`src/logic/loaderStatus.sv`:
```
// Loader status with line and write counters and the busy level toward the source
`timescale 1ns/1ps

module loaderStatus (
  input  logic        clk,
  input  logic        rst,
  input  logic        lineEnd,
  input  logic        lineGood,
  input  logic        lineBad,
  input  logic        cramWe,
  input  logic        dramWe,
  input  logic        done,
  output logic        busy,
  output logic [15:0] goodLines,
  output logic [15:0] badLines,
  output logic [15:0] cramWrites,
  output logic [15:0] dramWrites
);

  // Buffer decision lands the cycle after lineEnd
  logic decidePending;

  always_ff @(posedge clk) begin
    if (rst) begin
      decidePending <= 1'b0;
      busy <= 1'b0;
      goodLines <= '0;
      badLines <= '0;
      cramWrites <= '0;
      dramWrites <= '0;
    end else begin
      decidePending <= lineEnd;
      // Bad or skipped lines release at once, good ones wait for the writer
      if (lineEnd) busy <= 1'b1;
      else if ((decidePending && !lineGood) || done) busy <= 1'b0;
      if (lineGood) goodLines <= goodLines + 16'd1;
      if (lineBad) badLines <= badLines + 16'd1;
      if (cramWe) cramWrites <= cramWrites + 16'd1;
      // One per location, so a pair counts twice
      if (dramWe) dramWrites <= dramWrites + 16'd1;
    end
  end

endmodule

```
`config.mk`:
```
export PLATFORM = sky130hd
export DESIGN_NAME = loaderStatus
export DESIGN_NICKNAME = d
export VERILOG_FILES = /design/src/logic/loaderStatus.sv
export SDC_FILE = /design/constraint.sdc
export NUM_CORES = 1
export LEC_CHECK = 0
export ABC_CLOCK_PERIOD_IN_PS = 2200
export BUFFER_PORTS_ARGS = -buffer_cell sky130_fd_sc_hd__clkbuf_2
export CAP_MARGIN = 5
export CORE_MARGIN = 8
export CORE_UTILIZATION = 54
export CTS_BUF_LIST = sky130_fd_sc_hd__clkbuf_8 sky130_fd_sc_hd__clkbuf_16
export DETAILED_ROUTE_END_ITERATION = 6
export GPL_ROUTABILITY_DRIVEN = 1
export PLACE_DENSITY = 0.81
export RECOVER_POWER = 25
export SLEW_MARGIN = 0
export SYNTH_ARGS = -nofsm -noshare
export SYNTH_HDL_FRONTEND = slang
export SYNTH_SLANG_ARGS = --single-unit
export TNS_END_PERCENT = 100
```
`constraint.sdc`:
```
create_clock -name clk -period 2.2 [get_ports clk]
set_input_delay 0.33 -clock clk [delete_from_list [all_inputs] [get_ports clk]]
set_output_delay 0.33 -clock clk [all_outputs]
set_load 0.005 [all_outputs]
```
Word level (Yosys, flattened, before mapping)
Index checks and enable logic that the tools add are counted.

Word-level logic and storage cells: 16. Memories: 0. Latch bits: 0. Register bits after elaboration: 66. RAM bits: 0. Output and inout bits: 65. Input bits: 8. Bits in read-only memories: 0.

Multiplexer cells: 2. $lt $le $gt $ge: 0. Bitwise operators: 0. $add $sub $neg: 4. Equality and inequality tests: 0. Divide/modulo/power cells: 0. Shifts and indexed selects: 0. Multipliers: 0. Reduce and logical (&&, ||, !) cells: 4.

Operator list (count): $add A16 B1 Y16 const B (4); $mux W1 (2); $reduce_bool A2 Y1 (1); $logic_and A1 B1 Y1 (1); $logic_not A1 Y1 (1); $logic_or A1 B1 Y1 (1).

Logic depth before layout (Yosys ltp)
Word-level depth: 5. Mapped depth: 5. Gate-level depth less buffers: 5.

Least setup slack after synthesis
No wires, ideal clock.

Path type: input to register. Start point: in lineGood. End point: reg goodLines[15]. Stages: 5. Library setup time: 121 ps. Slack: 751 ps. Arrival: 1328 ps. Cells stage by stage: buf_4 nand4_4 nor4_4 nand3_2 mux2_4.

RTL lines: start: declaration (RTL line 8) `input logic lineGood,`; end signal: assignment (RTL line 36) `if (lineGood) goodLines <= goodLines + 16'd1;`; end: declaration (RTL line 14) `output logic [15:0] goodLines,`.

Worst setup path after layout
Start point: in rst. End point: reg cramWrites[4].

RTL lines: start: declaration (RTL line 6) `input logic rst,`; end signal: assignment (RTL line 38) `if (cramWe) cramWrites <= cramWrites + 16'd1;`; end: declaration (RTL line 16) `output logic [15:0] cramWrites,`.

No word-level cell between the ends.

==> qor.yml <==
drt:
  dr.first_iter.drc_count: 59
  drc: 0
  dr_wl_met2_um: 3090
  wirelength_um: 6460
  top_layer: "met4"
  vias: 2506
  avgViaCountPerCell: 5.23
  drtPass1Iterations: 4
  ant_nets: 0
  met1Wirelength_um: 2930
  wl_met3_um: 340
  routedWlPerCell_um: 13.5
setup_path:
  crit_buf_inv: 2
  worst-setup-path-type: "in -> reg"
  crit_chain: "clkbuf_1, clkbuf_2, nor2_1"
  path_max_fanout: 24
  required_ps: 2390
  slowest_delay_ps: 760
  cpMaxStageDelayCell: "clkbuf_1"
  endpoint_kind: "flop"
  crit_arrival_ps: 1770
  start_kind: "input port"
  cp_top_family: "buffers and inverters"
power:
  p_total_mw: 2.15
  p_leak_nw: 1.40
  power_density_mw_per_mm2: 613
  ir_drop_v: 0.000349
floorplanning:
  coreArea_mm2: 0.00541
  num_rows: 27
  initial_core_util: 0.550
  die_y_um: 90.2
  die_area_mm2: 0.00813
  die_w_um: 90.2
  io-pin-count: 73
placement:
  dp_hpwl_um: 4820
  placed_area_mm2: 0.00338
  gp_congestion: 0.802
  io_buffers: 72
clock_network:
  cts_max_level: 3
  cts_setup_buffers: 0
  cts_tree: "yes"
  clock-sinks: 66
  clk_path_buf_depth: 2
  hold_buffers: 0
  root_buffer: "clkbuf_8"
  clock_latency_ps: 330
  cts_resized: 0
  numCtsBuffers: 9
  path_clk_slew_ps: 70
sta:
  finClkSkew_ps: 5.74
  slew_viol_final: 0
  tightestPinTransition_ps: 1050
  finalCriticalPeriod_ps: 1580
  max_freq_mhz: 634
  relSlewSlack: 0.299
  finalCritPeriodShare: 0.717
  tns_ps: 0
  finalHoldViolCount: 0
  setup_viol: 0
  grt_setup_unrepaired: "no"
synthesis:
  synth_simple_gate_area_frac: 0.297
  ys.flop_type: "dfxtp_1"
  yosysSeqAreaShare: 0.445
  synthAdderAreaFrac: 0.0168
  synth_edf_count: 0
  synthCells: 330
  synth_top_area_frac: 0.445
  synth.avg_cell_area_um2: 9.00
  synth_top_family_by_area: "simple AND/OR/NAND/NOR gates"
  ys_ff_latch: 66
  synth_nets: 342
  yosys-top-cells-area: "dfxtp_1, xnor2_1, nor2_1"
  synthXorXnorAreaFrac: 0.142
  ys_async_sr_fraction: 0
  synth.distinct_cells: 30
  synth-compound-area-share: 0.0396
  syn_area_mm2: 0.00297
  synth_top_cell_by_area: "dfxtp_1"
  yosys_warnings: 0
  synth.mux.area_fraction: 0.0236
cells_and_area:
  stdcell_area_mm2: 0.00351
  final_nets: 416
  final_util: 0.650
  antennaDiodeCount: 0
  drive_above_1_share: 0.224
  area_growth_pct: 18.3
global_route:
  grt_util_all_layers: 0.161
  grt_pass1_wl_um: 11100
  grt_max_degree: 25
  antenna_found_initial: 0
  grt_overflow: 0
  grt_pass1_vias: 2448
min_path:
  hp-class: "in -> reg"
run:
  cap_violations: 0
outcome:
  status: "finished, final reports clean"
per-layer routing:
layer,GRT usage,vias up
met5,0,-
met4,0.0721,0
met3,0.0490,10
met2,0.266,55
met1,0.187,1165
li1,-,1276
cell usage after synthesis (all sizes together) (9+ instances only):
cell,number
inv,12
xnor2,32
nor3,12
a21oi,10
or3,9
xor2,16
nand4,22
nor4,17
dfxtp,66
buf,10
nand2,23
nand3,11
nor2,60
tightest hold or removal path, delay by kind of cell:
family / cells / cell delay (ps)
and+or+nand+nor: 1 / 80
AOI/OAI and AO/OA: 1 / 30
buffers and inverters: 1 / 80
final timing paths:
check | cells after the start | slack (ps) | startpoint | end
min reg2reg | 2 | 520 | busy$_SDFFE_PP0P_ | busy$_SDFFE_PP0P_
max reg2reg | 4 | 660 | badLines[3]$_SDFFE_PP0P_ | badLines[15]$_SDFFE_PP0P_
min | 3 | 230 | lineEnd | busy$_SDFFE_PP0P_
max | 3 | 620 | rst | cramWrites[4]$_SDFFE_PP0P_
cell type report:
cell class	count	area, um^2
fill	455	1890
multi-input combinational	240	1540
sequential	66	1320
timing repair buffer	75	364
clock buffer	10	138
tap	72	90.1
inverter	12	45.0
clock inverter	4	15.0
through the flow:
stage	worst slack, ps	std cells	hold slack (ps)
2_1_floorplan	751	330	448
3_5_place_dp	571	465	513
6_report	622	479	234
5_1_grt	475	479	244
4_1_cts	674	479	215
3_3_place_gp	624	465	477
placed cells by master, fill, tap and decap left out, drive strengths merged, types with 2 or more instances in the layout:
master / netlist / routed
a21oi: 10 / 10
a31o: 3 / 3
and3: 2 / 2
clkbuf: 2 / 85
dfxtp: 66 / 66
ha: 4 / 4
inv: 12 / 16
mux2: 2 / 2
mux2i: 4 / 4
nand2: 23 / 23
nand2b: 2 / 2
nand3: 11 / 11
nand4: 22 / 22
nor2: 60 / 60
nor2b: 3 / 3
nor3: 12 / 12
nor4: 17 / 17
o21ai: 7 / 7
or3: 9 / 9
xnor2: 32 / 32
xor2: 16 / 16
state kept, by name (all words and copies together) (netlist names):
signal and count:
badLines 16, cramWrites 16, dramWrites 16, goodLines 16, busy 1, decidePending 1
where the power goes:
part | switching, mW | internal, mW | total, mW | leakage (nW)
clock | 0.404 | 0.411 | 0.815 | 0.0932
sequential | 0.0249 | 1.21 | 1.24 | 0.534
combinational | 0.0591 | 0.0410 | 0.100 | 0.775
kinds of logic after synthesis:
kind of cell,Yosys count
flops,66
buf+inv,24
simple gates,161
xor+xnor,48
fa+ha+maj,4
compound gates,21
mux,6
Power figures use the tool's default switching activity.
