[src/logic/ucodePkg.sv]
// Microcode loader shared widths, load-file record codes and DRAM word layouts
package ucodePkg;

  ////////////////////////////////////////
  // Widths and sizes
  ////////////////////////////////////////

  // One decoded ASCIIized field
  localparam int LoadWordWidth = 16;
  // 80 data bits plus CALL and DISP[0:4]
  localparam int CramWidth = 86;
  // File order 64-79, 48-63, 32-47, 16-31, 0-15, then bits 80-85
  localparam int CramSlices = 6;
  // Even, odd and common words per DRAM pair
  localparam int DramTriple = 3;
  // Buffer depth, also the largest WC on one line
  localparam int MaxLineWords = 32;
  localparam int LineIdxWidth = $clog2(MaxLineWords);

  ////////////////////////////////////////
  // Record type characters
  ////////////////////////////////////////

  localparam logic [7:0] recCram = 8'h43;
  localparam logic [7:0] recDram = 8'h44;
  localparam logic [7:0] recZero = 8'h5a;
  localparam logic [7:0] recComment = 8'h3b;

  // One DRAM load word, read either as an even/odd word or as the common word
  typedef union packed {
    struct packed {
      logic [1:0] spareHi;
      logic [2:0] a;
      logic [2:0] b;
      logic [1:0] spareMid;
      logic       parity;
      logic       spareLo;
      logic       j7;
      logic [2:0] j8to10;
    } eo;
    struct packed {
      logic [11:0] spare;
      logic [3:0]  j1to4;
    } common;
  } dramWordT;

  // One DRAM location as stored
  // J5 and J6 do not exist in the hardware
  typedef struct packed {
    logic [2:0] a;
    logic [2:0] b;
    logic       parity;
    logic [3:0] j1to4;
    logic       j7;
    logic [2:0] j8to10;
  } dramEntryT;

endpackage

[src/logic/ramWriter.sv]
// RAM writer that walks a committed line into CRAM words and DRAM location pairs
`timescale 1ns/1ps

module ramWriter import ucodePkg::*; #(
  parameter int CramAddrWidth = 11,
  parameter int DramAddrWidth = 9
) (
  input  logic                     clk,
  input  logic                     rst,
  input  logic                     commit,
  input  logic                     commitType,
  input  logic [LoadWordWidth-1:0] baseAddr,
  input  logic [LineIdxWidth:0]    wordCount,
  input  logic [LoadWordWidth-1:0] rdData,
  output logic [LineIdxWidth-1:0]  rdIndex,
  output logic                     cramWe,
  output logic [CramAddrWidth-1:0] cramWAddr,
  output logic [CramWidth-1:0]     cramWData,
  output logic                     dramWe,
  output logic [DramAddrWidth-1:0] dramWAddr,
  output dramEntryT                dramWData,
  output logic                     done
);

  // CALL and DISP[0:4] ride in the sixth word
  localparam int DataBits = CramWidth - 6;
  localparam int SpecialBits = CramWidth - DataBits;

  localparam logic [1:0] sIdle = 2'd0;
  localparam logic [1:0] sRead = 2'd1;
  localparam logic [1:0] sOdd = 2'd2;
  localparam logic [1:0] sDone = 2'd3;

  logic [1:0]               state;
  logic [LineIdxWidth:0]    idx;
  logic [LineIdxWidth:0]    cnt;
  logic [2:0]               slice;
  logic                     isDram;
  logic [LoadWordWidth-1:0] wAddr;
  logic [DataBits-1:0]      cramAsm;
  dramWordT                 curW;
  dramWordT                 evenW;
  dramWordT                 oddW;
  dramWordT                 commonW;
  logic                     lastWord;

  assign curW = rdData;
  assign rdIndex = idx[LineIdxWidth-1:0];
  assign lastWord = (idx + 1'b1) == cnt;
  assign done = state == sDone;

  // One location from its own word; J1-4 and J7 are shared by the pair
  function automatic dramEntryT buildEntry(dramWordT own, dramWordT odd, dramWordT shared);
    dramEntryT e;
    e.a = own.eo.a;
    e.b = own.eo.b;
    e.parity = own.eo.parity;
    e.j1to4 = shared.common.j1to4;
    e.j7 = odd.eo.j7;
    e.j8to10 = own.eo.j8to10;
    return e;
  endfunction

  always_ff @(posedge clk) begin
    if (rst) begin
      state <= sIdle;
      idx <= '0;
      slice <= '0;
      cramWe <= 1'b0;
      dramWe <= 1'b0;
    end else begin
      cramWe <= 1'b0;
      dramWe <= 1'b0;
      case (state)
        sIdle: begin
          if (commit) begin
            state <= sRead;
            idx <= '0;
            slice <= '0;
            cnt <= wordCount;
            isDram <= commitType;
            wAddr <= baseAddr;
          end
        end
        sRead: begin
          idx <= idx + 1'b1;
          slice <= slice + 3'd1;
          if (!isDram) begin
            // First slice ends up in bits 79:64
            cramAsm <= {cramAsm[DataBits-LoadWordWidth-1:0], rdData};
            if (slice == 3'(CramSlices - 1)) begin
              cramWe <= 1'b1;
              cramWAddr <= CramAddrWidth'(wAddr);
              cramWData <= {rdData[SpecialBits-1:0], cramAsm};
              wAddr <= wAddr + 1'b1;
              slice <= '0;
            end
            if (lastWord) state <= sDone;
          end else if (slice == 3'd0) begin
            evenW <= curW;
          end else if (slice == 3'd1) begin
            oddW <= curW;
          end else begin
            // Common word completes the triple, even location goes first
            commonW <= curW;
            dramWe <= 1'b1;
            dramWAddr <= DramAddrWidth'(wAddr);
            dramWData <= buildEntry(evenW, oddW, curW);
            slice <= '0;
            state <= sOdd;
          end
        end
        sOdd: begin
          dramWe <= 1'b1;
          dramWAddr <= DramAddrWidth'(wAddr + 16'd1);
          dramWData <= buildEntry(oddW, oddW, commonW);
          wAddr <= wAddr + 16'd2;
          state <= (idx == cnt) ? sDone : sRead;
        end
        default: begin
          state <= sIdle;
        end
      endcase
    end
  end

  // CRAM and DRAM traffic never share a cycle
  assert property (@(posedge clk) disable iff (rst) !(cramWe && dramWe));

endmodule

[config.mk]
export PLATFORM = sky130hd
export DESIGN_NAME = ramWriter
export DESIGN_NICKNAME = d
export VERILOG_FILES = /design/src/logic/ucodePkg.sv /design/src/logic/ramWriter.sv
export SDC_FILE = /design/constraint.sdc
export NUM_CORES = 1
export LEC_CHECK = 0
export BUFFER_PORTS_ARGS = -buffer_cell sky130_fd_sc_hd__buf_4
export CAP_MARGIN = 40
export CORE_UTILIZATION = 24
export CTS_CLUSTER_DIAMETER = 60
export CTS_CLUSTER_SIZE = 30
export DETAILED_ROUTE_END_ITERATION = 10
export PLACE_DENSITY = 0.43
export SYNTH_ARGS = -nofsm -noshare
export SYNTH_HDL_FRONTEND = slang
export SYNTH_SLANG_ARGS = --single-unit
[constraint.sdc]
create_clock -name clk -period 4.98 [get_ports clk]
set_input_delay 0.249 -clock clk [delete_from_list [all_inputs] [get_ports clk]]
set_output_delay 0.249 -clock clk [all_outputs]
set_load 0.02 [all_outputs]
Yosys cells after proc, flatten, opt, wreduce, memory -nomap -nowiden
Cells that the tools add are included.

word-level totals
  bits of input ports = 42
  flip-flop bits (word level) = 269
  output and inout port bits = 129
  word-level logic and storage cells = 94

operators by class
  reductions and logical operators = 16
  add/sub/neg operators = 4
  bitwise logic cells = 5
  muxes and demuxes = 32
  equal/unequal tests = 16

operator list
  kind                                                             number
  16-bit 2-to-1 mux                                                3
  16-bit case mux with 3 select lines                              1
  15-bit 2-to-1 mux                                                3
  15-bit case mux with 2 select lines                              1
  9-bit 2-to-1 mux                                                 3
  5-bit AND reduction                                              4
  9-bit case mux with 2 select lines                               1
  16-bit by 1-bit adder with 16-bit output, second input constant  1
  16-bit by 2-bit adder with 16-bit output, second input constant  1
  3-bit 2-to-1 mux                                                 5
  6-bit equality test                                              2
  2-bit 2-to-1 mux                                                 6
  2-bit inequality test, second input constant                     6
  6-bit case mux with 2 select lines                               1
  4-bit AND reduction                                              3
  3-bit inequality test, second input constant                     3
  6-bit by 1-bit adder with 6-bit output, second input constant    1
  6-bit 2-to-1 mux                                                 1
  2-bit case mux with 3 select lines                               1
  3-bit case mux with 2 select lines                               1
  3-bit AND reduction                                              2
  1-bit inverter                                                   5
  2-bit equality test, second input constant                       2
  1-bit 2-to-1 mux                                                 4
  other kinds (11)                                                 12

Logic depth before layout (Yosys ltp)
  depth in word-level cells = 5
  depth in mapped cells = 8

Worst setup path after synthesis
OpenSTA, ideal clock, no wires.

  kind = register to register
  start = register state[1]
  end = register cramWAddr[0], enable pin
  setup time = 0.554 ns
  path slack = -0.376 ns
  data arrival time = 4.802 ns
  data required time = 4.426 ns
  stages on the path, launching flop included = 5
  path through = dfxtp_1 inv_1 ha_1 nand2b_1 nor2_1

between the ends
  cells in the longest elaborated chain, start to end = 2

RTL lines
  item                                            RTL line         RTL
  start: declaration                              ramWriter.sv:34  logic [1:0] state;
  start signal: assignment                        ramWriter.sv:66  state <= sIdle;
  start signal: assignment                        ramWriter.sv:77  state <= sRead;
  start signal: assignment                        ramWriter.sv:98  if (lastWord) state <= sDone;
  2-bit by 1-bit equality test with 1-bit output  ramWriter.sv:74  case (state)
  4-bit AND reduction (no source line)            n/a
  end signal: assignment                          ramWriter.sv:93  cramWAddr <= CramAddrWidth'(wAddr);
  end: declaration                                ramWriter.sv:17  output logic [CramAddrWidth-1:0] cramWAddr,

Every way passes these cells.
A chain may end at the register's enable or synchronous reset.

Final worst setup path
  start = register state[1]
  end = register cramWData[38], enable pin

between the ends
  cells in the longest elaborated chain, start to end = 2

RTL lines
  item                                            RTL line         RTL
  2-bit by 1-bit equality test with 1-bit output  ramWriter.sv:74
  4-bit AND reduction (no source line)            n/a
  end signal: assignment                          ramWriter.sv:94  cramWData <= {rdData[SpecialBits-1:0], cramAsm};
  end: declaration                                ramWriter.sv:18  output logic [CramWidth-1:0] cramWData,

Every way passes these cells.

==> results.md <==
* Drt first pass iters at 4
* Initial antenna violation count at 1
* Worst Hold Path Cells at 3
* Die W at 196 µm
* RR Startpoint: state[1]
* Synth Flop Type: edfxtp_1
* Slew of the pin with the lowest slew margin at 0.916 ns
* Initial drt markers at 309
* Final hold viol count at 0
* Starting density of the core at 0.245
* P&R area growth vs syn at 35.2%
* IO buf count at 165
* Leakage power total at 0.00426 µW
* Yosys top cell area share at 0.810
* Clock Sinks at 257
* Status: complete, no violations
* Row cnt at 70
* Post-CTS Setup Repair Bufs at 0
* Clk pin slew, worst setup/hold paths at 0.09 ns
* Setup TNS at 0 ns
* Core area at 0.0369 mm²
* Clk root buf: clkbuf_16
* WS Path Type: flip-flop to flip-flop
* Die span in y at 196 µm
* Filler Cell Count at 3,574
* Share of cells above drive strength 1 at 0.347
* Worst-path cell chain: inv_1 -> ha_1 -> nand2b_1 -> nor2_4 -> buf_4
* Max Clk Rate at 0.361 GHz
* Synth Instances at 482
* FF-to-FF End: cramWData[38]
* Worst setup EP type: flip-flop
* ANT nets after route at 0
* Clock Skews at 0.0205 ns
* Netlist cell types at 48
* Number of global-route vias before repair at 5,081
* Crit path max-delay cell type: ha_1
* GRT Overall Usage at 0.0969
* Pin count of the biggest net entering global routing at 54
* Hold WC Path Type: primary input to flip-flop
* CTS max path bufs at 3
* Setup crit start kind: flip-flop
* WP data arrival at 2.94 ns
* RD Place Congestion at 0.745
* Gr busiest metal: met2
* Inserted Clock Buffers at 25
* Via count at 4,811
* Reg2reg setup slack at 2.21 ns
* RSZ-0062 raised after global routing: false
* DIE AREA at 0.0385 mm²
* Largest area contributor in the netlist: edfxtp_1
* Dpl hpwl at 12.4 mm
* Place WS at 2.19 ns
* Max-slew violations at 0
* Worst path max stage delay at 0.77 ns
* Worst slew margin at 0.390
* Hold worst-path end: wAddr[2]
* Reg2Reg Depth at 5
* Critical path data required time at 5.15 ns
* Top area cells in the synthesized netlist: edfxtp_1 81%, dfxtp_1 2.9%, mux2_2 2.1%
* Mapped Avg Cell Area at 18.8 µm²
* Met1 usage at 0.125
* Warning count from the yosys run at 0
* Worst-Skew Late Latency at 0.55 ns
* Hold Crit Start: baseAddr[2]
* Post-Route WL at 18.8 mm
* Syn_nets at 534
* Fraction of the yosys area taken by sequential cells at 0.839
* Yosys reg bits at 257
* Worst-path fanout max at 53
* Grt ovf at 0
* Minimum clock period at 2.77 ns
* Post-layout worst setup margin at 2.21 ns
* Post-synth EDFFs at 244
* Async set-reset flop share out of synthesis at 0
* # setup viols final at 0
* I/O Pins at 171
* Max_cap viols at 0
* Met2 usage at 0.159
* CTS tree: built
* First-pass GRT wire length at 29.1 mm
* Number of H-tree levels at 1
* Post-DR vias/cell at 3.97
* Maximum vdd drop at 255 µV
* Final #Nets at 742
* Synth cell count leaders: 244 x edfxtp_1, 33 x nor2_1, 17 x mux2_2
* Drt drc at 0
* Met3 Use GR at 0.0220
* Most frequent cell after synthesis: edfxtp_1
* PwrDens at 451 mW/mm²
* Period utilization at 0.556
* Drt wl/cell at 15.5 µm
* Synthesized area at 0.00904 mm²
[critical path, delay by kind of cell, from the launching register on]
kind	cells	cell delay (ns)
adders and majority gates	1	0.77
buffers and inverters	2	0.74
DFF	1	0.35
and+or+nand+nor	2	0.51
[sequential cells by signal, indices dropped and copies added (netlist names), 2 cells and up]
signal and count:
cramWData 86, cramAsm 80, dramWData 15, cramWAddr 11, oddW 11, wAddr 11, evenW 10, dramWAddr 9
cnt 6, idx 6, commonW 4, slice 3, state 2
[per-stage QoR]
stage / hold slack, ns / cell area [µm²] / total power [µW] / util / cells
2_1_floorplan: 0.348 / 9050 / 3150 / - / 482
3_3_place_gp: 0.404 / 10900 / 3360 / 0.296 / 1138
3_5_place_dp: 0.405 / 11000 / 3400 / 0.297 / 1141
4_1_cts: 0.00624 / 12200 / 5610 / 0.332 / 1212
5_1_grt: 0.0282 / 12200 / 5770 / 0.332 / 1212
6_report: 0.0362 / 12200 / 5510 / 0.332 / 1213
[layer usage]
metal	wire length, µm	vias up
met5	0	-
met4	506	0
met3	1090	36
met2	8750	149
met1	8460	2365
li1	-	2261
[area by class of cell]
cell class	count	area [µm²]	share of cell area
inverters	12	45.0	0.00368
multi-input cells	194	1360	0.111
clock buffers	25	626	0.0512
clock inverters	20	374	0.0306
flip-flops and latches	257	7590	0.621
well taps	504	631	0.0516
diodes	1	2.50	0.000205
repair buffers	200	1600	0.131
[where the power goes]
group          internal, µW  total, µW  switching (µW)
clock                  1070       2160            1080
sequential             2560       2670             102
combinational           262        691             429
total                  3900       5510            1610
[layout by cell type, fill, tap and decap left out, types with 7 or more instances in the layout]
cell type        n
nor2_1          30
dfxtp_1         13
edfxtp_1       244
ha_1             9
mux2_2          17
nand2_1         13
dlygate4sd3_1   26
nand3_1         13
buf_4          171
clkbuf_16       25
xor2_1           7
xnor2_1         12
o21ai_0         15
a21oi_1         11
inv_1           12
[how the worst max path moves through the flow]
stage                        start            end  depth (start not counted)
after global placement    state[1]     commonW[1]                          4
final                     state[1]  cramWData[38]                          5
after global routing      state[1]   cramWAddr[5]                          5
after floorplan           state[1]     cramAsm[0]                          4
after detailed placement  state[1]  cramWData[70]                          5
after CTS                 state[1]   cramWAddr[0]                          5
[what timing repair did]
item	CTS	global route
resized for setup	0	0
endpoints found under the setup margin	0	0
hold buffers	26	0
endpoints found under the hold margin	57	0
[cells by family after synthesis]
logic type / count (synthesis) / synth area share
AOI/OAI and AO/OA: 52 / 0.0367
xor gates and xnor gates: 20 / 0.0202
adders and majority gates: 10 / 0.0138
buffers and inverters: 31 / 0.0151
DFF: 257 / 0.839
muxes: 20 / 0.0246
and+or+nand+nor: 92 / 0.0506
Power figures use the tool's default switching activity.
