[src/logic/ucodePkg.sv]
// Microcode loader shared widths, load-file record codes and DRAM word layouts
package ucodePkg;

  ////////////////////////////////////////
  // Widths and sizes
  ////////////////////////////////////////

  // One decoded ASCIIized field
  localparam int LoadWordWidth = 16;
  // 80 data bits plus CALL and DISP[0:4]
  localparam int CramWidth = 86;
  // File order 64-79, 48-63, 32-47, 16-31, 0-15, then bits 80-85
  localparam int CramSlices = 6;
  // Even, odd and common words per DRAM pair
  localparam int DramTriple = 3;
  // Buffer depth, also the largest WC on one line
  localparam int MaxLineWords = 32;
  localparam int LineIdxWidth = $clog2(MaxLineWords);

  ////////////////////////////////////////
  // Record type characters
  ////////////////////////////////////////

  localparam logic [7:0] recCram = 8'h43;
  localparam logic [7:0] recDram = 8'h44;
  localparam logic [7:0] recZero = 8'h5a;
  localparam logic [7:0] recComment = 8'h3b;

  // One DRAM load word, read either as an even/odd word or as the common word
  typedef union packed {
    struct packed {
      logic [1:0] spareHi;
      logic [2:0] a;
      logic [2:0] b;
      logic [1:0] spareMid;
      logic       parity;
      logic       spareLo;
      logic       j7;
      logic [2:0] j8to10;
    } eo;
    struct packed {
      logic [11:0] spare;
      logic [3:0]  j1to4;
    } common;
  } dramWordT;

  // One DRAM location as stored
  // J5 and J6 do not exist in the hardware
  typedef struct packed {
    logic [2:0] a;
    logic [2:0] b;
    logic       parity;
    logic [3:0] j1to4;
    logic       j7;
    logic [2:0] j8to10;
  } dramEntryT;

endpackage

[src/logic/loadLineParser.sv]
// Load-file line parser turning the character stream into field words and line ends
`timescale 1ns/1ps

module loadLineParser import ucodePkg::*; (
  input  logic                     clk,
  input  logic                     rst,
  input  logic                     charValid,
  input  logic [7:0]               charData,
  output logic                     wordValid,
  output logic [LoadWordWidth-1:0] word,
  output logic                     lineEnd,
  output logic [7:0]               recType,
  output logic                     lineErr
);

  // Position within the current line
  localparam logic [1:0] posType = 2'd0;
  localparam logic [1:0] posSpace = 2'd1;
  localparam logic [1:0] posField = 2'd2;
  localparam logic [1:0] posEnd = 2'd3;

  localparam logic [7:0] chCr = 8'h0d;
  localparam logic [7:0] chLf = 8'h0a;
  localparam logic [7:0] chComma = 8'h2c;
  localparam logic [7:0] chSpace = 8'h20;

  logic [1:0]               pos;
  logic [LoadWordWidth-1:0] acc;
  logic                     errSeen;
  logic                     isEol;
  logic                     isFieldChar;
  logic                     knownType;

  always_comb begin
    isEol = (charData == chCr) || (charData == chLf);
    // ASCIIized range 075 through 174
    isFieldChar = (charData >= 8'o075) && (charData <= 8'o174);
    knownType = charData inside {recCram, recDram, recZero, recComment};
  end

  always_ff @(posedge clk) begin
    if (rst) begin
      pos <= posType;
      wordValid <= 1'b0;
      lineEnd <= 1'b0;
      errSeen <= 1'b0;
    end else begin
      wordValid <= 1'b0;
      lineEnd <= 1'b0;
      case (pos)
        posType: begin
          // Blank lines and the LF of a CR LF pair fall through here
          if (charValid && !isEol) begin
            recType <= charData;
            errSeen <= !knownType;
            acc <= '0;
            pos <= posSpace;
          end
        end
        posSpace: begin
          if (charValid) begin
            if (isEol) begin
              pos <= posEnd;
            end else begin
              errSeen <= errSeen | (charData != chSpace);
              pos <= posField;
            end
          end
        end
        posField: begin
          if (charValid) begin
            if (isEol || (charData == chComma)) begin
              // Empty field leaves acc at zero
              word <= acc;
              wordValid <= 1'b1;
              acc <= '0;
            end else if (isFieldChar) begin
              // Octal 100 dropped, six bits in, most significant first
              acc <= {acc[LoadWordWidth-7:0], charData[5:0]};
            end else begin
              errSeen <= 1'b1;
            end
            if (isEol) pos <= posEnd;
          end
        end
        default: begin
          // Last word went out last cycle, now close the line
          lineEnd <= 1'b1;
          lineErr <= errSeen;
          pos <= posType;
        end
      endcase
    end
  end

  // Source has to hold off for the cycle that closes a line
  assert property (@(posedge clk) disable iff (rst) (pos == posEnd) |-> !charValid);

endmodule

[config.mk]
export PLATFORM = sky130hd
export DESIGN_NAME = loadLineParser
export DESIGN_NICKNAME = d
export VERILOG_FILES = /design/src/logic/ucodePkg.sv /design/src/logic/loadLineParser.sv
export SDC_FILE = /design/constraint.sdc
export NUM_CORES = 1
export LEC_CHECK = 0
export ABC_CLOCK_PERIOD_IN_PS = 7800
export BUFFER_PORTS_ARGS = -buffer_cell sky130_fd_sc_hd__buf_2
export CORE_AREA = 3 3 93 95
export CTS_BUF_LIST = sky130_fd_sc_hd__clkbuf_8
export CTS_CLUSTER_DIAMETER = 80
export DETAILED_ROUTE_END_ITERATION = 8
export DIE_AREA = 0 0 96 98
export PLACE_DENSITY = 0.48
export SLEW_MARGIN = 20
export SYNTH_ARGS = -nofsm -noshare
export SYNTH_HDL_FRONTEND = slang
export SYNTH_SLANG_ARGS = --single-unit
[constraint.sdc]
create_clock -name clk -period 7.8 [get_ports clk]
set_input_delay 0 -clock clk [delete_from_list [all_inputs] [get_ports clk]]
set_output_delay 0 -clock clk [all_outputs]
set_load 0.005 [all_outputs]
-- After elaboration in Yosys (flattened, before gate mapping)
Index checks and enable logic that the tools add are counted.
- bits in registers: 46
- latch bits: 0
- memory bits (writable): 0
- memory bits (read-only): 0
- bits of input ports: 11
- output and inout port bits: 27
- logic and storage cells: 71
- memories kept: 0
- add/subtract/negate cells: 0
- $mul: 0
- divide/modulo/power cells: 0
- order comparisons: 2
- equal/unequal tests: 18
- shifts and indexed selects: 0
- muxes and demuxes: 20
- bitwise gates (word level): 5
- reduce and logical (&&, ||, !) cells: 18
- operator list (cell ; count):
    16-bit two-way mux ; 4
    16-bit case mux with 2 select lines ; 1
    8-bit by 7-bit equality test with 1-bit output, second input constant ; 3
    8-bit by 4-bit equality test with 1-bit output, second input constant ; 2
    8-bit by 6-bit equality test with 1-bit output, second input constant ; 2
    2-bit != test, second input constant ; 7
    1-bit two-way mux ; 9
    8-bit by 6-bit greater-or-equal comparator with 1-bit output, second input constant ; 1
    8-bit by 7-bit less-or-equal comparator with 1-bit output, second input constant ; 1
    2-bit two-way mux ; 4
    8-bit by 6-bit != test with 1-bit output, second input constant ; 1
    4-bit AND reduction ; 2
    7-bit AND reduction ; 1
    2-bit case mux with 3 select lines ; 1
    3-bit OR reduction ; 2
    5-bit AND reduction ; 1
    1-bit NOT ; 4
    4-bit nonzero test ; 1
    3-bit != test, second input constant ; 1
    1-bit case mux with 3 select lines ; 1
    3-bit AND reduction ; 1
    3-bit nonzero test ; 1
    2-bit by 1-bit equality test with 1-bit output, second input constant ; 1
    2-bit equality test, second input constant ; 1
    7 further kinds ; 10

-- Logic depth before layout (Yosys ltp)
- depth after elaboration: 6
- mapped depth: 8
- mapped depth without buffers: 7

-- Least setup slack after synthesis
No wires, ideal clock.
- path type: input -> register
- start point: input port charData[6]
- end point: register word[0] (enable)
- library setup time: 0.430 ns
- data arrival time: 2.324 ns
- required time: 7.370 ns
- path slack: 5.046 ns
- stages on the path: 3
- path buffers: 1
- cell sequence: or4b_1 buf_2 nor4_1
- cells in the longest elaborated chain, start to end: 4
- elaborated cells between the ends (all ways): 6
- classes of those cells: eq/ne (3); reduce/logical (3)
- ends and longest elaborated chain (element ; line ; RTL):
    start: declaration ; loadLineParser.sv:8 ; input logic [7:0] charData,
    8-bit by 4-bit equality test with 1-bit output ; loadLineParser.sv:35 ; isEol = (charData == chCr) || (charData == chLf);
    1-bit logical OR ; loadLineParser.sv:35 ;
    1-bit logical OR (*) ; loadLineParser.sv:72 ; if (isEol || (charData == chComma)) begin
    4-bit AND reduction (no line) (*) ; n/a ;
    end signal: assignment ; loadLineParser.sv:74 ; word <= acc;
    end: declaration ; loadLineParser.sv:10 ; output logic [LoadWordWidth-1:0] word,
Every way passes the cells marked *; elsewhere a longest branch is shown, timed or not.
A chain may end at the register's enable or synchronous reset.

-- Worst setup path in the final report
- start point: input port charData[6]
- end point: register acc[13] (enable)
- cells in the longest elaborated chain, start to end: 6
- elaborated cells between the ends (all ways): 13
- classes of those cells: order compare (2); eq/ne (5); reduce/logical (6)
- ends and longest elaborated chain (element ; line ; RTL):
    parallel branches: the longest is 5 deep, another holds 8-bit by 6-bit greater-or-equal comparator with 1-bit output ; n/a ;
    5-bit AND reduction (no line) (*) ; n/a ;
    end signal: assignment ; loadLineParser.sv:79 ; acc <= {acc[LoadWordWidth-7:0], charData[5:0]};
    end: declaration ; loadLineParser.sv:28 ; logic [LoadWordWidth-1:0] acc;
Mark *: on every way between the ends.

==> results.txt <==
The die area came out at ~9400 sq um. For this configuration, the core starts out at a cell density of between 20% and 30%. The multiplexer share of the synthesized area is 1.031%. The clock reaches the later pin of the worst-skew pair after ~300 ps.

The biggest area contributor in the post-synthesis netlist is edfxtp_1. Clock-pin slew was measured on the worst setup and hold paths at 90 ps. The net total in the final layout is roughly 190. After detailed routing, the number of remaining DRC violations is 0. The maximum vdd drop is ~120 uV.

The mean instance size in the synthesized netlist is around 14 sq um. Setup violations remaining at the end of the flow were counted as 0. The routed via count divided by cell count came out at 4.174.

Clock tree synthesis inserted a total of 5 buffers. In this run the static leakage power is about 0.85 nW. By instance count, the leading cell after synthesis is edfxtp_1. The synthesized netlist devotes 2.577% of its cell area to adder and majority cells. The vias after detailed routing is between 1,000 and 1,500. The proportion of synthesized chip area in sequential cells is roughly two thirds. The number of DRC markers in iteration 0 came out at 66. The antenna diode instance count came out at 0. The sort of element at the start of the critical path is an input pin.

The number of enable flip-flop cells after synthesis came out at a little over 40. The synthesized netlist devotes less than 1% of its cell area to XOR and XNOR gates. The minimum period implied by the final worst setup slack came out at approximately 2700 ps.

Among all flip-flop cells after synthesis, the most frequent one is edfxtp_1. The routed design has ~3.6 mm of wire. The total grt overflow is 0.

The Yosys step of the flow raised 0 warnings. The critical path in this run is classified as input pin to flip-flop. The cell at the root of the clock tree is clkbuf_8. The site row count is 32. The aggregate global-route resource usage came out at under 10%. The number of instances in the synthesized netlist came out at approximately 130. The post-synthesis net count is between 100 and 150. The fraction of the mapped netlist area in simple logic gates came out at approximately 16%. The signal on the critical path passes through dlygate4sd3_1 > buf_2 > or4b_1 > o21a_1 > o21ba_2 > nor3_4. In this run, post-CTS repair resized a total of 0 instances. The largest clock skew in the final design is about 13 ps. Ranked by total cell area, the synthesized netlist is headed by edfxtp_1 63%, and2_1 5.2%, dfxtp_1 5.2%, ha_1 2.6%, nor2_1 1.5%.

The floorplan step set the die height to slightly below 100 um. Of the post-synthesis cell area, the dominant cell type holds 63.40%. The area overhead of the layout relative to synthesis came out at 22.75%.

The power density over cell area is 265.2 nW/um^2. Setup repair after global routing left no endpoint under its margin. The post-route fraction of the period consumed by the critical path came out at 34.47%. The H-tree was split into 2 levels.

The number of antenna violations at the first check in global routing came to 0. The final-layout fill cell count came out at ~800. The fraction of final layout cells with drive strength greater than 1 came out at 30.17%.

The dominant combinational cell family by area after synthesis is simple AND/OR/NAND/NOR gates. Entering global routing, the biggest net connects 17 pins. The number of distinct library cells after synthesis is 42. The post-route core utilization is 30.53%. The number of global-route vias before repair is around 1,200.

The cell class contributing the biggest share of worst-path delay is simple AND/OR/NAND/NOR gates. In the synthesized netlist, the cells that appear most often are 41 x edfxtp_1, 16 x and2_1, 8 x nor2_1. The final estimated routing congestion in global placement came out at between 0.7 and 0.8. Summing the areas of all compound-gate instances in the mapped netlist gives 8.570% of the synthesized area. The placed wire-length estimate after detailed placement is about 2.5 mm. The flip-flop and latch count after synthesis came out at 46. The first global-routing pass estimated ~6.1 mm of wire.

Measured along the x axis, the die boundary spans approximately 96 um. The critical path data arrival time came out at between 2000 and 3000 ps. The flow ran to the end, and the final reports show no timing, DRC or antenna violations. The I/O pin total came out at 38. TritonCTS built the clock tree.

The first-pass iteration count of the detailed router is 4. The required time at the endpoint of the critical path is a little under 8000 ps. During placement, the flow inserted port buffers numbering 37. The setup TNS after final layout came out at 0 ps. The count of nets left with antenna violations once routing finished came out at 0. At the pin with the least slew margin, the transition time is approximately 740 ps. The worst setup path is captured at a flip-flop. The largest driver fanout on the critical path came out at 16. The slowest stage of the critical path belongs to the cell or4b_1.

The maximum achievable frequency is between 300 and 400 MHz. Together, buffers and inverters on the worst path number 2. The clock drives 46 sinks. The post-synthesis instance area came out at between 1500 and 2000 sq um. On the worst path, the slowest cell contributes a delay of 670 ps. The number of hold-slack violations in the final timing report came out at 0. Counting along the longest clock path gives a buffer depth of 2.

The final-report max-slew violation count came out at 0. The proportion of register bits with asynchronous set or reset after synthesis is 0%. The min-delay analysis places its worst path in the category input pin to flip-flop.

The area of the placeable core is between 7000 and 8000 sq um. The worst slew margin relative to its limit came out at 50.78%. The routed wire length per instance came out at roughly 13 um.

Across the run, the number of max-cap violations was 0.
-- stage by stage --
step	instance area [sq um]	worst slack, ps	std cells	hold slack (ps)	power (mW)
floorplan	1942	5046	134	98.87	0.4468
global placement	2235	5035	268	243.4	0.4861
detailed placement	2241	5309	268	240.8	0.4901
CTS	2384	5080	281	2.077	0.6433
global route	2384	4953	281	19.91	0.6754
finish	2384	5111	281	21.14	0.6321
-- final cells by class --
class / count / area (sq um) / area share (%)
tap: 102 / 127.6 / 5.354
sequential: 46 / 1331 / 55.85
clock buffer: 5 / 68.82 / 2.887
clock inverter: 3 / 23.77 / 0.9974
multi-input combinational: 78 / 574.3 / 24.09
inverter: 4 / 15.01 / 0.6299
timing repair buffer: 43 / 242.7 / 10.18
-- what timing repair did --
item	CTS	global route
buffers inserted	0	0
setup endpoints to repair	0	0
hold endpoints to repair	5	0
hold buffers	5	0
-- report_power, final --
part / leakage, nW / switching (mW) / internal [mW]
logic: 0.387 / 0.0825 / 0.0562
clock network: 0.0408 / 0.0850 / 0.0641
registers: 0.422 / 0.0168 / 0.327
total: 0.850 / 0.184 / 0.448
-- kinds of logic after synthesis --
kind of cell               count (synthesis)
xor gates and xnor gates                   1
adders and majority gates                  4
buffers and inverters                     10
and+or+nand+nor                           51
muxes                                      2
AOI/OAI and AO/OA                         20
DFF                                       46
-- per-layer routing --
layer,GRT usage [%],part of all wire [%],vias up
li1,-,-,585
met1,11.67,48,545
met2,12.43,46,40
met3,2.465,5.8,3
met4,2.626,0.58,0
met5,0,0,-
-- final timing paths --
kind,to,slack (ps),startpoint,cells past startpoint
worst max register to register,acc[13],5470,pos[0],5
worst min-delay path,recType[0],20,charData[0],1
worst min register to register,word[12],430,acc[12],0
worst max-delay path,acc[13],5110,charData[6],6
-- worst reg2reg max path, stage by stage (launching register included) --
cell and delay [ps]:
dfxtp_1 390, inv_1 80, ha_1 330, o21a_1 310
o21ba_2 290, nor3_4 570
-- sequential cells by signal, indices dropped and copies added, names as in the netlist --
signal,cells
acc,16
recType,8
lineErr,1
errSeen,1
word,16
pos,2
lineEnd,1
wordValid,1
-- layout by cell type (no fill, tap or decap), drive strengths merged, types with 2 or more instances in the layout --
cell,n
edfxtp,41
buf,38
and2,16
nor2,8
a21oi,5
clkbuf,5
dfxtp,5
dlygate4sd3,5
inv,5
nand2b,4
ha,4
nor2b,3
nand2,3
nor3,3
nand3b,2
or2b,2
o22ai,2
mux2i,2
clkinvlp,2
nor4,2
a2111oi,2
Power figures use the tool's default switching activity.
