[src/logic/ucodePkg.sv]
// Microcode loader shared widths, load-file record codes and DRAM word layouts
package ucodePkg;

  ////////////////////////////////////////
  // Widths and sizes
  ////////////////////////////////////////

  // One decoded ASCIIized field
  localparam int LoadWordWidth = 16;
  // 80 data bits plus CALL and DISP[0:4]
  localparam int CramWidth = 86;
  // File order 64-79, 48-63, 32-47, 16-31, 0-15, then bits 80-85
  localparam int CramSlices = 6;
  // Even, odd and common words per DRAM pair
  localparam int DramTriple = 3;
  // Buffer depth, also the largest WC on one line
  localparam int MaxLineWords = 32;
  localparam int LineIdxWidth = $clog2(MaxLineWords);

  ////////////////////////////////////////
  // Record type characters
  ////////////////////////////////////////

  localparam logic [7:0] recCram = 8'h43;
  localparam logic [7:0] recDram = 8'h44;
  localparam logic [7:0] recZero = 8'h5a;
  localparam logic [7:0] recComment = 8'h3b;

  // One DRAM load word, read either as an even/odd word or as the common word
  typedef union packed {
    struct packed {
      logic [1:0] spareHi;
      logic [2:0] a;
      logic [2:0] b;
      logic [1:0] spareMid;
      logic       parity;
      logic       spareLo;
      logic       j7;
      logic [2:0] j8to10;
    } eo;
    struct packed {
      logic [11:0] spare;
      logic [3:0]  j1to4;
    } common;
  } dramWordT;

  // One DRAM location as stored
  // J5 and J6 do not exist in the hardware
  typedef struct packed {
    logic [2:0] a;
    logic [2:0] b;
    logic       parity;
    logic [3:0] j1to4;
    logic       j7;
    logic [2:0] j8to10;
  } dramEntryT;

endpackage

[src/logic/loadLineBuffer.sv]
// Line buffer that checks count and checksum and commits good lines to the writer
`timescale 1ns/1ps

module loadLineBuffer import ucodePkg::*; (
  input  logic                     clk,
  input  logic                     rst,
  input  logic                     wordValid,
  input  logic [LoadWordWidth-1:0] word,
  input  logic                     lineEnd,
  input  logic [7:0]               recType,
  input  logic                     lineErr,
  input  logic [LineIdxWidth-1:0]  rdIndex,
  input  logic                     done,
  output logic                     commit,
  output logic                     commitType,
  output logic [LoadWordWidth-1:0] baseAddr,
  output logic [LineIdxWidth:0]    wordCount,
  output logic [LoadWordWidth-1:0] rdData,
  output logic                     lineGood,
  output logic                     lineBad
);

  // Data words plus the trailing checksum
  logic [LoadWordWidth-1:0] lineMem [MaxLineWords];

  logic [1:0]               hdrCnt;
  logic [LineIdxWidth:0]    dataCnt;
  logic [LoadWordWidth-1:0] sum;
  logic [LoadWordWidth-1:0] wcReg;
  logic [LoadWordWidth-1:0] adrReg;
  logic                     overflow;
  logic                     holding;
  logic                     takeWord;
  logic                     isC;
  logic                     isD;
  logic                     skipLine;
  logic                     wcOk;
  logic                     goodNow;

  assign takeWord = wordValid && !holding;
  assign rdData = lineMem[rdIndex];

  ////////////////////////////////////////
  // Line decision at lineEnd
  ////////////////////////////////////////

  always_comb begin
    isC = recType == recCram;
    isD = recType == recDram;
    // Z, comments and WC = 0 section ends count neither way
    skipLine = (recType == recZero) || (recType == recComment) ||
               ((isC || isD) && !lineErr && (wcReg == '0));
    // Nonzero whole number of CRAM words or DRAM triples
    wcOk = (wcReg != '0) && (wcReg <= LoadWordWidth'(MaxLineWords)) &&
           (isC ? (wcReg % LoadWordWidth'(CramSlices) == '0)
                : (wcReg % LoadWordWidth'(DramTriple) == '0));
    // Negated checksum makes the whole line sum to zero
    goodNow = (isC || isD) && !lineErr && !overflow && wcOk && (sum == '0) &&
              (LoadWordWidth'(dataCnt) == wcReg + LoadWordWidth'(1));
  end

  always_ff @(posedge clk) begin
    if (rst) begin
      hdrCnt <= '0;
      dataCnt <= '0;
      sum <= '0;
      wcReg <= '0;
      overflow <= 1'b0;
      holding <= 1'b0;
      commit <= 1'b0;
      lineGood <= 1'b0;
      lineBad <= 1'b0;
    end else begin
      commit <= 1'b0;
      lineGood <= 1'b0;
      lineBad <= 1'b0;
      if (takeWord) begin
        sum <= sum + word;
        if (hdrCnt != 2'd2) hdrCnt <= hdrCnt + 2'd1;
        if (hdrCnt == 2'd0) wcReg <= word;
        if (hdrCnt == 2'd2) begin
          if (dataCnt < MaxLineWords) dataCnt <= dataCnt + 1'b1;
          else overflow <= 1'b1;
        end
      end
      if (lineEnd) begin
        commit <= goodNow;
        lineGood <= goodNow;
        lineBad <= !goodNow && !skipLine;
        holding <= goodNow;
        hdrCnt <= '0;
        dataCnt <= '0;
        sum <= '0;
        wcReg <= '0;
        overflow <= 1'b0;
      end else if (done) begin
        holding <= 1'b0;
      end
    end
  end

  // Word storage and the committed line description
  always_ff @(posedge clk) begin
    if (takeWord && (hdrCnt == 2'd1)) adrReg <= word;
    if (takeWord && (hdrCnt == 2'd2) && (dataCnt < MaxLineWords)) begin
      lineMem[dataCnt[LineIdxWidth-1:0]] <= word;
    end
    if (lineEnd) begin
      baseAddr <= adrReg;
      wordCount <= wcReg[LineIdxWidth:0];
      commitType <= isD;
    end
  end

  // No new word arrives while a committed line is still being read out
  assert property (@(posedge clk) disable iff (rst) wordValid |-> !holding);

endmodule

[config.mk]
export PLATFORM = sky130hd
export DESIGN_NAME = loadLineBuffer
export DESIGN_NICKNAME = d
export VERILOG_FILES = /design/src/logic/ucodePkg.sv /design/src/logic/loadLineBuffer.sv
export SDC_FILE = /design/constraint.sdc
export NUM_CORES = 1
export LEC_CHECK = 0
export BUFFER_PORTS_ARGS = -buffer_cell sky130_fd_sc_hd__buf_2
export CORE_ASPECT_RATIO = 0.8
export CORE_MARGIN = 2
export CORE_UTILIZATION = 50
export DETAILED_ROUTE_END_ITERATION = 8
export MAX_ROUTING_LAYER = met4
export PLACE_DENSITY = 0.66
export SYNTH_ARGS = -nofsm -noshare
export SYNTH_HDL_FRONTEND = slang
export SYNTH_SLANG_ARGS = --single-unit
[constraint.sdc]
create_clock -name clk -period 9.6 [get_ports clk]
set_input_delay 0.96 -clock clk [delete_from_list [all_inputs] [get_ports clk]]
set_output_delay 0.96 -clock clk [all_outputs]
set_load 0.03 [all_outputs]
# Yosys cells after proc, flatten, opt, wreduce, memory -nomap -nowiden
# Memory sizes are Yosys's and may differ from the RTL's.
# Index checks and enable logic that the tools add are counted.
# W data, S select, Z words.
# op_classes
mux	5
n_addsub	4
n_div	2
n_lt_le_gt_ge	2
reduce_logical	34
bitwise_logic	2
n_eq_ne	8
# ops
op	count
$logic_not A16 Y1	4
$eq A8 B7 Y1 const B	3
$add A16 B1 Y16 const B	1
$add A16 B16 Y16	1
$eq A6 B16 Y1	1
$le A16 B6 Y1 const B	1
$mod A16 B2 Y16 const B	1
$mod A16 B3 Y16 const B	1
$reduce_bool A16 Y1	1
$logic_and A1 B1 Y1	13
$eq A8 B6 Y1 const B	1
$add A6 B1 Y6 const B	1
$lt A6 B6 Y1 const B	1
$reduce_and A3 Y1	2
$logic_not A1 Y1	5
$mux W1	5
$reduce_and A2 Y1	2
$reduce_or A2 Y1	2
$logic_or A1 B1 Y1	3
$add A2 B1 Y2 const B	1
$eq A2 B1 Y1 const B	1
$eq A2 B2 Y1 const B	1
$logic_not A2 Y1	1
$ne A2 B2 Y1 const B	1
2 further kinds	3
# totals
n_memories	1
register_bits	83
elab_cells	70
out_inout_bits	42
mem_bits_rw	512
# mem_list
memory	words	word_bits	read_ports	rd_ports_with_merged_regs	write_ports	line_no	rtl
lineMem	32	16	1	0	1	loadLineBuffer.sv:24	logic [LoadWordWidth-1:0] lineMem [MaxLineWords];

# Depth between registers and ports, before layout
# depth
depth_word	9
ltp_mapped	27

# Worst setup path after synthesis
# No wires, ideal clock.
# synth_path
path_kind	reg2reg
from	reg wcReg[13]
to	reg lineBad
path_slack_ns	4.427
setup_time_ns	0.115
path_stages_with_launch	25
t_required_ns	9.485
n_path_buf	4
arrival_time_ns	5.059
path_cell_list	dfxtp_1 buf_6 or4b_1 mux2i_2 o22ai_2 and2_4 a31o_1 nor4_4 or2_1 buf_6 mux2i_2 a211o_1 o22a_4 ha_1 clkbuf_1 nor2b_1 a22oi_1 o21ai_2 xnor2_1 ha_1 buf_1 or4_1 a211oi_2 a21oi_1 o21a_1
# synth_via
elab_chain_cells	9
# synth_lines
element	line_no	rtl
start: declaration	loadLineBuffer.sv:29	logic [LoadWordWidth-1:0] wcReg;
start signal: assignment	loadLineBuffer.sv:80	if (hdrCnt == 2'd0) wcReg <= word;
$mod A16 B2 Y16 / $mod A16 B3 Y16 (equally long branches)	loadLineBuffer.sv:56, loadLineBuffer.sv:55	
$logic_not A16 Y1 (on tied branches)	loadLineBuffer.sv:56, loadLineBuffer.sv:55	
$mux W1	loadLineBuffer.sv:55	(isC ? (wcReg % LoadWordWidth'(CramSlices) == '0)
$logic_and A1 B1 Y1	loadLineBuffer.sv:54	wcOk = (wcReg != '0) && (wcReg <= LoadWordWidth'(MaxLineWords)) &&
$logic_and A1 B1 Y1 (3 in series)	loadLineBuffer.sv:58	goodNow = (isC || isD) && !lineErr && !overflow && wcOk && (sum == '0) &&
$logic_not A1 Y1	loadLineBuffer.sv:89	lineBad <= !goodNow && !skipLine;
$logic_and A1 B1 Y1 *	loadLineBuffer.sv:89	
end signal: assignment	loadLineBuffer.sv:89	
end: declaration	loadLineBuffer.sv:20	output logic lineBad
# Every way passes the cells marked *; elsewhere a longest branch is shown, timed or not.
# A chain may end at the register's enable or synchronous reset.

# Worst setup path in the final report
# layout_path
from	reg wcReg[11]
to	reg lineBad
# The elaborated chain is that of the path after synthesis.

==> key figures <==
GRT
  – Gr usage total: 0.227
  – Global-route wire length before repair: approximately 82000 um
  – Initial antenna violation count: 2
  – Largest net degree at the start of global routing: 80
  – Total gr overflow: 0
  – Vias in the first global route: ~13000

Finish
  – Commonest non-fill, non-tap cell in the layout: edfxtp_1
  – Commonest non-fill, non-tap cells in the layout: 551 x edfxtp_1, 160 x mux4_2, 87 x nand2_1, 74 x buf_2, 56 x clkbuf_16
  – NumNets Final: roughly 1500
  – Share of post-route cells with drive strength above 1: 0.281
  – # diodes: 0
  – Layout Area Growth over Synthesis: 11.5%

Logic synthesis
  – Sequential share of the synthesized area: 0.703
  – Top post-synthesis cells by area: edfxtp_1 67%, mux4_2 15%, dfxtp_1 3.6%
  – EDFF count, synth: roughly 550
  – Async set-reset flop share out of synthesis: 0
  – Largest family of logic cells by synthesized area: multiplexers
  – Post-synthesis compound-gate area fraction: 0.0416
  – Count of unique library cells instantiated by Yosys: 83
  – Area share of and/or/nand/nor cells after synthesis: 0.0550
  – Post-synthesis xor/xnor area fraction: 0.00884
  – Mapped Cells: approximately 1400
  – Post-synth top area share: 0.668
  – Synth area leader: edfxtp_1
  – Total number of yosys warnings: 0
  – Multiplexer share of the synthesized area: 0.158
  – Post-Synth Adder-Cell Area: 0.0154
  – Main flop type after synthesis: edfxtp_1
  – Syn Std Cell Area: about 25000 um2
  – Syn Area/Cell: 18.1 um2
  – Flops & latches, synth: around 600
  – Syn Nets: around 1400

Placement
  – Placer congestion estimate: about 0.79
  – Port-buffer cells: 76
  – HPWL Detailed: ~32000 um

Clock tree
  – CTS resizes: 0
  – CTS buffer count: between 50 and 60
  – Later-pin clock latency in the skew report: a little over 0.6 ns
  – Postcts setup bufs: 0
  – Reg clk slew, reported paths: roughly 0.070 ns
  – TritonCTS clock tree: built
  – Hold Buf Count CTS: 0
  – Maximum clock insertion buffer count: 3
  – Clock sink total: between 500 and 600
  – H-tree depth: 2
  – Clk root buf: clkbuf_16

Job
  – MaxCap Viol Count: 0

Drt
  – Drt pass-1 iters: 7
  – WL final: 55200 um
  – Via density per instance: between 6 and 7
  – Post-detailed-route count of antenna-violating nets: 0
  – DR WL/cell: around 26 um
  – Starting DRT DRC Count: between 1000 and 1500
  – DRC violations left: 0
  – Routed vias: approximately 13000

Die
  – Die W: 253 um
  – I/O Pins: 77
  – Total Die Area: ~50000 um2
  – Rows: approximately 70
  – Die height: slightly above 200 um
  – Core ar.: 48600 um2
  – Starting density of the core: 0.509

Outcome
  – Outcome: finished clean

Timing
  – RSZ-0062 raised after global routing: no
  – Peak Freq: approximately 170 MHz
  – Fin Setup TNS: 0 ns
  – Period utilization: 0.597
  – Worst Tran Pin Value: about 1.3 ns
  – Fin crit period: between 5 and 6 ns
  – Clock Skew: 0.0212 ns
  – Endpoints failing setup: 0
  – Hold Slack: approximately 0.42 ns
  – Hold Vio Cnt, Final: 0
  – Max-slew violation count: 0
  – Slew margin rel.: 0.163

Worst hold path
  – Worst hold path type: reg -> reg

Pwr
  – PwrDens: between 150 and 200 nW/um2
  – Switching Fraction: 0.224
  – Combinational share of power: 0.076
  – Maximum VDD drop: between 0.1 and 0.15 mV
  – Internal: 4130 uW
  – P_sw: around 1200 uW
  – Clk pwr share: 0.389
  – Leakage: between 0.008 and 0.009 uW
  – Seq pwr share: 0.536

Worst setup path
  – Crit Path Category: reg -> reg
  – Crit start category: flop
  – Critical Path RT: just over 10 ns
  – Critical Path Fanout Max: 14
  – CP endpoint kind: flop
  – Critical path data arrival time: 6.23 ns
-- final cells by class --
class / instances / area, um2
fillers: 3639 / 21000
clock inverters: 27 / 228
inverters: 30 / 113
clock buffers: 70 / 1450
repair buffers: 109 / 643
flip-flops and latches: 595 / 17400
multi-input cells: 666 / 6980
well taps: 629 / 787
-- routing by layer --
layer,GRT usage,vias up,routed length [um]
li1,-,5670,-
met1,0.330,6778,24800
met2,0.339,403,25700
met3,0.0438,60,3740
met4,0.0495,0,990
met5,-,-,0
-- flip-flops by register name, summed over array words and instances (netlist names), 2 cells and up --
signal and count:
lineMem 512, adrReg 16, baseAddr 16, sum 16
wcReg 16, dataCnt 6, wordCount 6, hdrCnt 2
-- worst paths after layout --
path	from	to	slack [ns]	depth (start not counted)
worst min-delay path	adrReg[7]	baseAddr[7]	0.42	0
worst min register to register	adrReg[7]	baseAddr[7]	0.42	0
worst max-delay path	wcReg[11]	lineBad	3.87	23
worst max register to register	wcReg[11]	lineBad	3.87	23
-- power groups by stage --
stage / clock, uW / sequential, uW / combinational (uW)
after CTS: 2110 / 2850 / 407
final: 2070 / 2850 / 403
after global routing: 2210 / 2850 / 439
after global placement: 0 / 2910 / 398
after detailed placement: 0 / 2910 / 405
after floorplan: 0 / 2910 / 272
-- synthesized netlist by cell type (5+ instances only) --
| cell | instances |
|---|---|
| nor3_1 | 12 |
| nand4_1 | 7 |
| mux2_2 | 17 |
| inv_1 | 30 |
| a21oi_1 | 55 |
| dfxtp_1 | 44 |
| xnor2_1 | 15 |
| a211oi_1 | 5 |
| edfxtp_1 | 551 |
| nor4_1 | 9 |
| buf_4 | 5 |
| and3_1 | 7 |
| buf_1 | 17 |
| nand3_1 | 16 |
| o21ai_0 | 29 |
| nand2b_1 | 12 |
| nand2_1 | 87 |
| o31ai_1 | 5 |
| mux4_2 | 160 |
| nor2_1 | 68 |
| mux2i_1 | 7 |
| clkbuf_1 | 47 |
| or3_1 | 7 |
| ha_1 | 28 |
| nor2b_1 | 12 |
| buf_6 | 5 |
| o211ai_1 | 6 |
| nand3b_1 | 10 |
| xor2_1 | 10 |
-- cells by family after synthesis --
family / count (synthesis)
flip-flops: 595
XOR/XNOR: 25
buffers and inverters: 105
AO/OA/AOI/OAI: 151
multiplexers: 187
AND/OR/NAND/NOR: 273
adder cells (fa/ha/maj): 30
-- metrics by stage --
stage	utilization	total power, uW	setup slack, ns	area [um2]	cells
floorplan	-	3180	4.43	24800	1366
global placement	0.533	3300	4.09	25900	2029
detailed placement	0.533	3310	3.94	25900	2029
CTS	0.568	5360	3.89	27600	2126
global route	0.568	5500	3.31	27600	2126
finish	0.568	5320	3.87	27600	2126
-- critical path, stage by stage, from the launching register on --
cell      delay (ns)
dfxtp_1         0.56
and3b_1         0.24
or3_4           0.38
a32oi_4         0.33
a21oi_1         0.13
a31o_1          0.23
nor4_4          0.29
or2_1           0.30
mux2i_2         0.11
a211o_1         0.36
o22a_4          0.25
ha_1            0.28
nor2b_1         0.19
a22oi_1         0.12
o21ai_2         0.31
xnor2_1         0.19
ha_1            0.27
nor2_1          0.17
nand3_1         0.10
mux2i_1         0.18
a21oi_1         0.07
a211oi_2        0.25
a21oi_1         0.11
o21a_1          0.19
Note: power is estimated with default switching activity, not from simulation.
